--- config.mk ---
export PLATFORM = sky130hd
export DESIGN_NAME = commit_stage
export DESIGN_NICKNAME = d
export VERILOG_FILES = /design/src/verilog/rv_pkg.sv /design/src/verilog/commit_stage.sv
export VERILOG_INCLUDE_DIRS = /design/src /design/src/verilog
export SDC_FILE = /design/constraint.sdc
export NUM_CORES = 1
export LEC_CHECK = 0
export BUFFER_PORTS_ARGS = -buffer_cell sky130_fd_sc_hd__buf_2
export CAP_MARGIN = 20
export CORE_ASPECT_RATIO = 1.1
export CORE_MARGIN = 4
export CORE_UTILIZATION = 55
export DETAILED_ROUTE_END_ITERATION = 8
export PLACE_DENSITY = 0.73
export RECOVER_POWER = 25
export SLEW_MARGIN = 20
export SYNTH_ARGS = -nofsm -noshare
export SYNTH_HDL_FRONTEND = slang
export SYNTH_SLANG_ARGS = --single-unit
--- constraint.sdc ---
create_clock -name clk -period 7.9 [get_ports clk]
set_input_delay 1.58 -clock clk [delete_from_list [all_inputs] [get_ports clk]]
set_output_delay 1.58 -clock clk [all_outputs]
set_load 0.03 [all_outputs]
--- src/verilog/rv_cfg.svh ---
`ifndef RV_CFG_SVH
`define RV_CFG_SVH

// datapath and address width
`define RV_XLEN 32

// architectural registers, indexed by 5 bits
`define RV_REG_COUNT 32

// memory depths in 32-bit words
`define RV_IMEM_WORDS 32
`define RV_DMEM_WORDS 32

// first fetch address after reset
`define RV_RESET_PC 32'h0000_0000

`endif
--- src/verilog/rv_pkg.sv ---
`default_nettype none

package rv_pkg;

  // major opcode, instr[6:0]
  typedef enum logic [6:0] {
    op_load   = 7'b0000011,
    op_imm    = 7'b0010011,
    op_store  = 7'b0100011,
    op_reg    = 7'b0110011,
    op_lui    = 7'b0110111,
    op_branch = 7'b1100011,
    op_jalr   = 7'b1100111,
    op_jal    = 7'b1101111
  } opcode_e;

  typedef enum logic [3:0] {
    alu_add,
    alu_sub,
    alu_and,
    alu_or,
    alu_xor,
    alu_sll,
    alu_srl,
    alu_sra,
    alu_slt
  } alu_op_e;

  // immediate layouts of the base formats
  typedef enum logic [2:0] {
    imm_i,
    imm_s,
    imm_b,
    imm_u,
    imm_j
  } imm_type_e;

  // source of the register write data
  typedef enum logic [1:0] {
    wb_alu,
    wb_load,
    wb_link
  } wb_sel_e;

endpackage

`default_nettype wire

--- src/verilog/commit_stage.sv ---
`default_nettype none
`include "rv_cfg.svh"

module commit_stage (
  input  wire                  clk,
  input  wire                  rst,
  input  wire                  taken,
  input  wire [`RV_XLEN-1:0]   target,
  input  wire [`RV_XLEN-1:0]   link,
  input  wire [`RV_XLEN-1:0]   alu_result,
  input  wire [`RV_XLEN-1:0]   rs2_data,
  input  wire                  mem_we,
  input  wire                  reg_we,
  input  wire rv_pkg::wb_sel_e wb_sel,
  output logic [`RV_XLEN-1:0]  pc,
  output logic                 wb_en,
  output logic [`RV_XLEN-1:0]  wb_data,
  output logic                 store_en,
  output logic [`RV_XLEN-1:0]  store_addr,
  output logic [`RV_XLEN-1:0]  store_data
);

  localparam int DMEM_AW = $clog2(`RV_DMEM_WORDS);

  logic [`RV_XLEN-1:0] dmem [`RV_DMEM_WORDS];
  logic [DMEM_AW-1:0]  dmem_idx;
  logic [`RV_XLEN-1:0] load_data;
  logic [`RV_XLEN-1:0] next_pc;

  // link doubles as pc + 4 when nothing is taken
  assign next_pc = taken ? target : link;

  always_ff @(posedge clk) begin
    if (rst) begin
      pc <= `RV_RESET_PC;
    end else begin
      pc <= next_pc;
    end
  end

  // word addressed, low two bits ignored
  assign dmem_idx  = alu_result[DMEM_AW+1:2];
  assign load_data = dmem[dmem_idx];

  assign store_en   = mem_we & ~rst;
  assign store_addr = alu_result;
  assign store_data = rs2_data;

  always_ff @(posedge clk) begin
    if (store_en) begin
      dmem[dmem_idx] <= rs2_data;
    end
  end

  assign wb_en = reg_we & ~rst;

  always_comb begin
    case (wb_sel)
      rv_pkg::wb_load: wb_data = load_data;
      rv_pkg::wb_link: wb_data = link;
      default:         wb_data = alu_result;
    endcase
  end

  // catches misaligned jalr and branch targets
  assert property (@(posedge clk) disable iff (rst) pc[1:0] == 2'b00)
    else $error("pc misaligned %h", pc);

endmodule

`default_nettype wire

==> Word-level counts from Yosys, hierarchy flattened <==
Memory sizes are Yosys's and may differ from the RTL's.
Index checks and enable logic that the tools add are counted.
{ "op_classes": {"n_eq_ne": 2, "muxes": 4, "bitwise": 3} }
{ "op_table": {"columns": ["cell", "count"], "rows": [
  ["32-bit case mux with 2 select lines", 1],
  ["32-bit 2-to-1 mux", 1],
  ["1-bit bitwise AND", 2],
  ["2-bit by 1-bit equality test with 1-bit output (second input constant)", 1],
  ["2-bit equality test (second input constant)", 1],
  ["1-bit 2-to-1 mux", 2],
  ["1-bit inverter", 1]
]} }
{ "totals": {"ff_bits": 32, "ramBits": 1024, "mem_count": 1} }
{ "mem_list": {"columns": ["name", "depth", "width", "read_ports", "rd_ports_with_merged_regs", "wr", "line", "source"], "rows": [
  ["dmem", 32, 32, 1, 0, 1, "commit_stage.sv:25", "logic [`RV_XLEN-1:0] dmem [`RV_DMEM_WORDS];"]
]} }

==> Depth between registers and ports, before layout <==
Gate-level depths: netlist (run 1).
{ "logic_depth": {"depth_word": 4, "ltp_mapped": 9, "ltp_nobuf": 5} }

==> Worst setup path before layout (run 1) <==
OpenSTA, ideal clock, no wires.
{ "synth_timing": {"path_kind": "input to register", "start": "in rst", "end": "mem dmem[24][0] (netlist name), enable pin", "setup_time_ns": 0.461, "arrival_ns": 5.073, "required_ns": 7.439, "path_slack_ns": 2.366, "cell_stages": 6, "path_buffers": 3, "cell_sequence": "clkbuf_1 nor2b_1 clkbuf_1 or3b_2 clkbuf_1 nor3_1"} }
{ "synth_via": {"elab_chain_len": 4} }
{ "synth_lines": {"columns": ["item", "line", "source"], "rows": [
  ["start: declaration", "commit_stage.sv:6", "input wire rst,"],
  ["1-bit inverter", "commit_stage.sv:45", "assign store_en = mem_we & ~rst;"],
  ["1-bit bitwise AND", "commit_stage.sv:45", null],
  ["named net store_en", "commit_stage.sv:18", "output logic store_en,"],
  ["1-bit 2-to-1 mux", "commit_stage.sv:50", "if (store_en) begin"],
  ["1-bit 2-to-1 mux (implied by the code)", "commit_stage.sv:51", "dmem[dmem_idx] <= rs2_data;"],
  ["end: declaration", "commit_stage.sv:25", null]
]} }
The timed path passes the listed nets, and every way through them passes these cells.

==> Worst setup path after layout (run 1) <==
{ "layout_timing": {"start": "in alu_result[5]", "end": "out wb_data[18]"} }
{ "layout_via": {"elab_chain_len": 2} }
{ "layout_lines": {"columns": ["item", "line", "source"], "rows": [
  ["start: declaration", "commit_stage.sv:10", "input wire [`RV_XLEN-1:0] alu_result,"],
  ["memory read 32 x 32 bit", null, null],
  ["32-bit case mux with 2 select lines", "commit_stage.sv:58", "case (wb_sel)"],
  ["end: declaration", "commit_stage.sv:17", "output logic [`RV_XLEN-1:0] wb_data,"]
]} }
Every way passes these cells.

==> results of run 1 <==
[how the worst max path moves through the flow]
stage                     slack [ps]               endpoint     startpoint  cells past startpoint
after floorplan                 2370  dmem[24][0]$_DFFE_PP_            rst                      6
after global placement          1570            wb_data[17]  alu_result[4]                      8
after detailed placement        1510            wb_data[17]  alu_result[4]                      8
after CTS                       1490            wb_data[17]  alu_result[4]                      8
after global routing            1300            wb_data[13]  alu_result[5]                      8
final                           1410            wb_data[18]  alu_result[5]                      8
[critical path: stages]
cell and delay (ps):
buf_2 480, or4b_2 520, buf_4 500, o22ai_1 170, nor4_1 840, nand2_1 220, a221o_1 370, buf_2 180
[cells in the final DEF, fill, tap and decap left out, drive strengths merged]
cell type	instances
a221o	32
buf	312
bufinv	14
clkbuf	134
clkinv	41
clkinvlp	4
dfxtp	32
edfxtp	1024
ha	2
inv	4
mux2i	544
nand2	66
nand3	2
nand3b	4
nand4	1
nand4b	4
nand4bb	6
nor2	93
nor2b	3
nor3	4
nor4	64
o22ai	256
or3	1
or3b	3
or4	1
or4b	4
[cell usage after synthesis (all sizes together)]
cell,count,area [um2]
nand4,1,6.26
nand3b,4,30.0
o22ai,256,1600
or3b,3,26.3
nor2,93,349
nor2b,3,18.8
nand4bb,6,67.6
or4b,4,40.0
ha,2,25.0
a221o,32,320
nand2,66,248
or3,1,6.26
inv,2,7.51
mux2i,544,5450
or4,1,7.51
buf,188,1300
nand3,2,10.0
nand4b,4,41.3
nor3,4,20.0
dfxtp,32,641
clkbuf,25,93.8
nor4,64,400
edfxtp,1024,30700
[power groups by stage]
stage                     combinational (mW)  sequential, mW  clock [mW]
final                                  0.716            6.20        4.70
after global placement                 0.694            6.31           0
after floorplan                        0.419            6.34           0
after global routing                   0.751            6.20        4.99
after detailed placement               0.708            6.32           0
after CTS                              0.710            6.20        4.74
[stage by stage]
stage | total power, mW | util, % | instances | hold slack (ps)
after floorplan | 6.76 | - | 2361 | 1680
after global placement | 7.01 | 58.3 | 3443 | 1820
after detailed placement | 7.03 | 58.3 | 3443 | 1820
after CTS | 11.6 | 62.5 | 3618 | 1140
after global routing | 11.9 | 62.5 | 3618 | 1170
final | 11.6 | 62.5 | 3618 | 1170
[layer usage]
layer | share of wire, % | global-route usage (%) | up-vias | wire length, um
li1 | - | - | 9804 | -
met1 | 38 | 35.3 | 11600 | 41200
met2 | 48 | 42.9 | 1442 | 51100
met3 | 11 | 6.43 | 182 | 12300
met4 | 2.5 | 8.35 | 0 | 2670
met5 | 0 | 0 | - | 0
[flip-flops by register name (all words and copies together) (netlist names)]
| name | flops |
|---|---|
| dmem | 1024 |
| pc | 32 |
[kinds of logic after synthesis]
group           count (synthesis)
compound gates                288
flops                        1056
fa+ha+maj                       2
mux                           544
buf+inv                       215
simple gates                  256
[cell type report]
class | count | area [um2]
timing repair buffer | 332 | 1930
fill | 5092 | 28000
clock buffer | 114 | 2510
inverter | 2 | 7.51
sequential | 1056 | 31400
multi-input combinational | 1090 | 8930
tap | 963 | 1200
clock inverter | 61 | 671
==> flow_metrics.tcl, run 1 <==
set metrics [dict create \
    status "finished, final reports clean" \
    dr_total_vias 23000 \
    routabilityCongestion 0.997 \
    post_cts_buffers 0 \
    synth-xor-area-share_pct 0 \
    pin_count 265 \
    drt_wl_total_um 107000 \
    syn2layout_area_growth_pct 12.5 \
    core_mm2 0.0746 \
    clock_sinks 1056 \
    netSwitchingPower_mw 2.49 \
    p_leak_nw 16.7 \
    yosysUniqueCellTypes 27 \
    cp-end-kind "output pin" \
    maxSlewViolCount 0 \
    std_cell_rows 105 \
    antenna_found_initial 1 \
    path_clk_slew_ps 60 \
    hold_buffers 0 \
    grt_first_pass_wirelength_um 153000 \
    period_needed_ps 6490 \
    power.clock.fraction_pct 40.5 \
    comb_power_share_pct 6.2 \
    nets 2713 \
    hpwl_um 61900 \
    synth.net_count 2498 \
    fmax_ghz 0.154 \
    syn_area_mm2 0.0415 \
    detail-route-antenna-nets 0 \
    timing.final.crit_share_pct 82.2 \
    min_path_cells 3 \
    p_sw_share_pct 21.4 \
    synthAdderAreaFrac_pct 0.0604 \
    tightestPinTransition_ps 1440 \
    portBuffers 264 \
    power.density_mw_per_mm2 249 \
    whs_endpoint "pc[5]$_SDFF_PP0_" \
    cts_tree "done" \
    finalHoldViolations 0 \
    n_antenna_cell 0 \
    path_class "in -> out" \
    yosys_warnings 0 \
    grt_start_max_net_pins 110 \
    synthCells 2361 \
    hold_path.class "in -> reg" \
    grt_pass1_vias 22700 \
    ys_ff_latch 1056 \
    final_area_mm2 0.0466 \
    seq_area_frac_synth_pct 75.7 \
    setup_ws_ps 1410 \
    synthMuxAreaShare_pct 13.1 \
    ir_worst_vdd_uv 148 \
    drt-pass1-iter-count 5 \
    overflow 0 \
    synth_top_family_by_area "multiplexers" \
    start_util_pct 55.5 \
    syn_avg_cell_area_um2 17.6 \
    critPathMaxFanout 26 \
    hold_start "target[5]" \
    synthSimpleGateAreaFrac_pct 3.07 \
    drc 0 \
    drive_above_1_share_pct 18.8 \
    cts_buffers 94 \
    crit_arrival_ps 4910 \
    drt_iter0_drc 2507 \
    via_per_inst 6.36 \
    dpl_cell_area_mm2 0.0435 \
    startpoint_type "input port" \
    synth-compound-area-share_pct 4.64 \
    relSlewSlack_pct 4.32 \
    die-area_mm2 0.0798 \
    p_int_mw 9.13 \
    critical_path_required_ps 6320 \
    cts_htree_levels 3 \
    setup_violations 0 \
    max-cap-violations 0 \
    power_frac_seq_pct 53.4 \
    rsz0062_at_grt "false" \
    grt_usage_pct 26.2 \
    wl_per_cell_um 29.7 \
    clockBufferDepth 3 \
    cts_root_buffer "clkbuf_16" \
    die_h_um 296 \
    postCtsResizedCells 0 \
    die-width_um 270 \
    dp_slack_ps 1510 \
    finalSetupTns_ps 0 \
]
No activity file was read; power rests on OpenSTA's default activity.
==> inputs of run 2 (changes only) <==
--- a/config.mk
+++ b/config.mk
@@ -6,6 +6,7 @@
 export SDC_FILE = /design/constraint.sdc
 export NUM_CORES = 1
 export LEC_CHECK = 0
+export ABC_AREA = 1
 export BUFFER_PORTS_ARGS = -buffer_cell sky130_fd_sc_hd__buf_2
 export CAP_MARGIN = 20
 export CORE_ASPECT_RATIO = 1.1
==> constraint.sdc (replaced) <==
create_clock -name clk -period 6.1 [get_ports clk]
set_input_delay 1.22 -clock clk [delete_from_list [all_inputs] [get_ports clk]]
set_output_delay 1.22 -clock clk [all_outputs]
set_load 0.03 [all_outputs]
==> run 2 against run 1 <==
The flow now finishes with violations (max-capacitance violations, max-slew violations); hold slack lost 360 ps; via count increased by 37%; count of clock-buffer cells in the layout rose by 18; critical endpoint is now wb_data[14]; largest cell class unchanged; largest power group unchanged; highest routed layer is now met5.
==> flow_metrics.tcl, run 2 <==
set metrics [dict create \
    syn_area_mm2 0.0447 \
    finalHoldViolations 0 \
    yosys-top-cells-area "edfxtp_1, nand2_1, dfxtp_1" \
    postCtsResizedCells 0 \
    cpLargestDelayFamily "buffers and inverters" \
    yosysMostFrequentCell "nand2_1" \
    tightestPinTransition_ps 1570 \
    yosysUniqueCellTypes 17 \
    relSlewSlack_pct -4.53 \
    detail-route-antenna-nets 0 \
    synth-main-ff-cell "edfxtp_1" \
    grt_pass1_vias 29800 \
    seq_area_frac_synth_pct 70.3 \
    grt_start_max_net_pins 148 \
    drt_iter0_drc 3808 \
    path_common_cell "nand2_1" \
    post_cts_buffers 0 \
    synth_common_cells "nand2_1, edfxtp_1, nor2_1" \
    path_clk_slew_ps 60 \
    dpl_cell_area_mm2 0.0471 \
    power.density_mw_per_mm2 310 \
    path_depth 14 \
    violations "max-capacitance violations, max-slew violations" \
    rsz0062_at_grt "false" \
    dr_total_vias 31500 \
    drt-pass1-iter-count 6 \
    top_regs "dmem: 1024 flops, pc: 32 flops" \
    top_register "dmem" \
    syn2layout_area_growth_pct 13.0 \
    cts_tree "done" \
    max-cap-violations 11 \
    maxSlewViolCount 305 \
    clockBufferDepth 3 \
    p_leak_nw 21.3 \
    portBuffers 264 \
    die-area_mm2 0.0858 \
    routabilityCongestion 0.890 \
    crit_chain "buf_8 > inv_8 > buf_12 > nand2_1 > nand2_1 > nand2_1 > nand2_1 > nand2_1 > nand2_1 > nor2_1 > nand2_1 > nand2_1 > a21oi_1 > buf_2" \
    grt_usage_pct 29.2 \
    critPathMaxFanout 82 \
    synth_edf_count 1024 \
    overflow 0 \
    die-width_um 280 \
    antenna_found_initial 4 \
    synth.net_count 4550 \
    cts_buffers 105 \
    ys_ff_latch 1056 \
    async_flop_share_pct 0 \
    finalSetupTns_ps 0 \
    min_path_cells 3 \
    layout_common_cells "nand2_1, edfxtp_1, buf_2, clkbuf_16, nor2_1" \
    path_buf_inv 4 \
    synth_top_area_cell "edfxtp_1" \
    slowest_stage "inv_8" \
    status "finished with violations" \
    period_needed_ps 5010 \
    largest_reg_flops 1024 \
    drc 0 \
    die_h_um 307 \
    wl_per_cell_um 22.0 \
    hpwl_um 71700 \
    path_class "in -> out" \
    cts_htree_levels 3 \
    grt_first_pass_wirelength_um 186000 \
    core_mm2 0.0805 \
    syn_avg_cell_area_um2 10.1 \
    synthCells 4413 \
    timing.final.crit_share_pct 82.0 \
    cp-end-kind "output pin" \
    synth_top_area_share_pct 68.9 \
    ir_worst_vdd_uv 223 \
    dp.cells 5544 \
    crit_arrival_ps 3780 \
    std_cell_rows 109 \
    drive_above_1_share_pct 11.6 \
    fmax_ghz 0.200 \
    cts_root_buffer "clkbuf_16" \
    via_per_inst 5.49 \
    nets 4734 \
    nFillCells 6213 \
    startpoint_type "input port" \
    pin_count 265 \
    hold_buffers 0 \
    start_util_pct 55.5 \
    clock_sinks 1056 \
    finalNonFillerCells 5738 \
    max_stage_delay_ps 380 \
    mostFrequentLayoutCell "nand2_1" \
    final_area_mm2 0.0504 \
    setup_violations 0 \
    yosys_warnings 0 \
    area.sequential_mm2 0.0314 \
    multi_input_area_mm2 0.0120 \
    hold_path.class "in -> reg" \
    critical_path_required_ps 4880 \
    drt_wl_total_um 126000 \
]
[run 2: final timing paths]
path                          start           endpoint  slack, ps
worst max-delay path  alu_result[2]        wb_data[14]       1100
worst min-delay path     target[28]  pc[28]$_SDFF_PP0_        810
[run 2: layer usage]
layer | wire length, um | track usage (%)
met4 | 5790 | 12.8
met2 | 59700 | 47.5
met5 | 13 | 0
met1 | 48200 | 38.4
met3 | 12800 | 6.13
[run 2: layout make-up]
type / count / area share [%]
inverters: 19 / 0.181
clock buffers: 132 / 5.51
repair buffers: 359 / 4.57
clock inverters: 61 / 1.19
multi-input cells: 3056 / 23.7
well taps: 1054 / 2.61
diodes: 1 / 0.00496
flip-flops and latches: 1056 / 62.2
[run 2: logic make-up after synthesis]
logic type                 synth area share, %
buffers and inverters                     3.49
AOI/OAI and AO/OA                         1.08
DFF                                       70.3
and+or+nand+nor                           25.1
adders and majority gates               0.0560
[run 2: power breakdown]
| part | internal [mW] | leakage (nW) | switching, mW | total, mW |
|---|---|---|---|---|
| registers | 8.02 | 9.48 | 0.0139 | 8.03 |
| logic | 0.286 | 10.1 | 0.903 | 1.19 |
| clock network | 3.72 | 1.67 | 2.67 | 6.39 |
| total | 12.0 | 21.3 | 3.59 | 15.6 |
[run 2: metrics by stage]
stage | util (%) | power, mW | hold WS (ps) | worst slack [ps]
6_report | 62.7 | 15.6 | 806 | 1100
2_1_floorplan | - | 8.89 | 1320 | 1960
3_5_place_dp | 58.5 | 9.35 | 1480 | 1170
3_3_place_gp | 58.5 | 9.33 | 1480 | 1140
5_1_grt | 62.7 | 16.1 | 804 | 946
4_1_cts | 62.7 | 15.6 | 767 | 1160
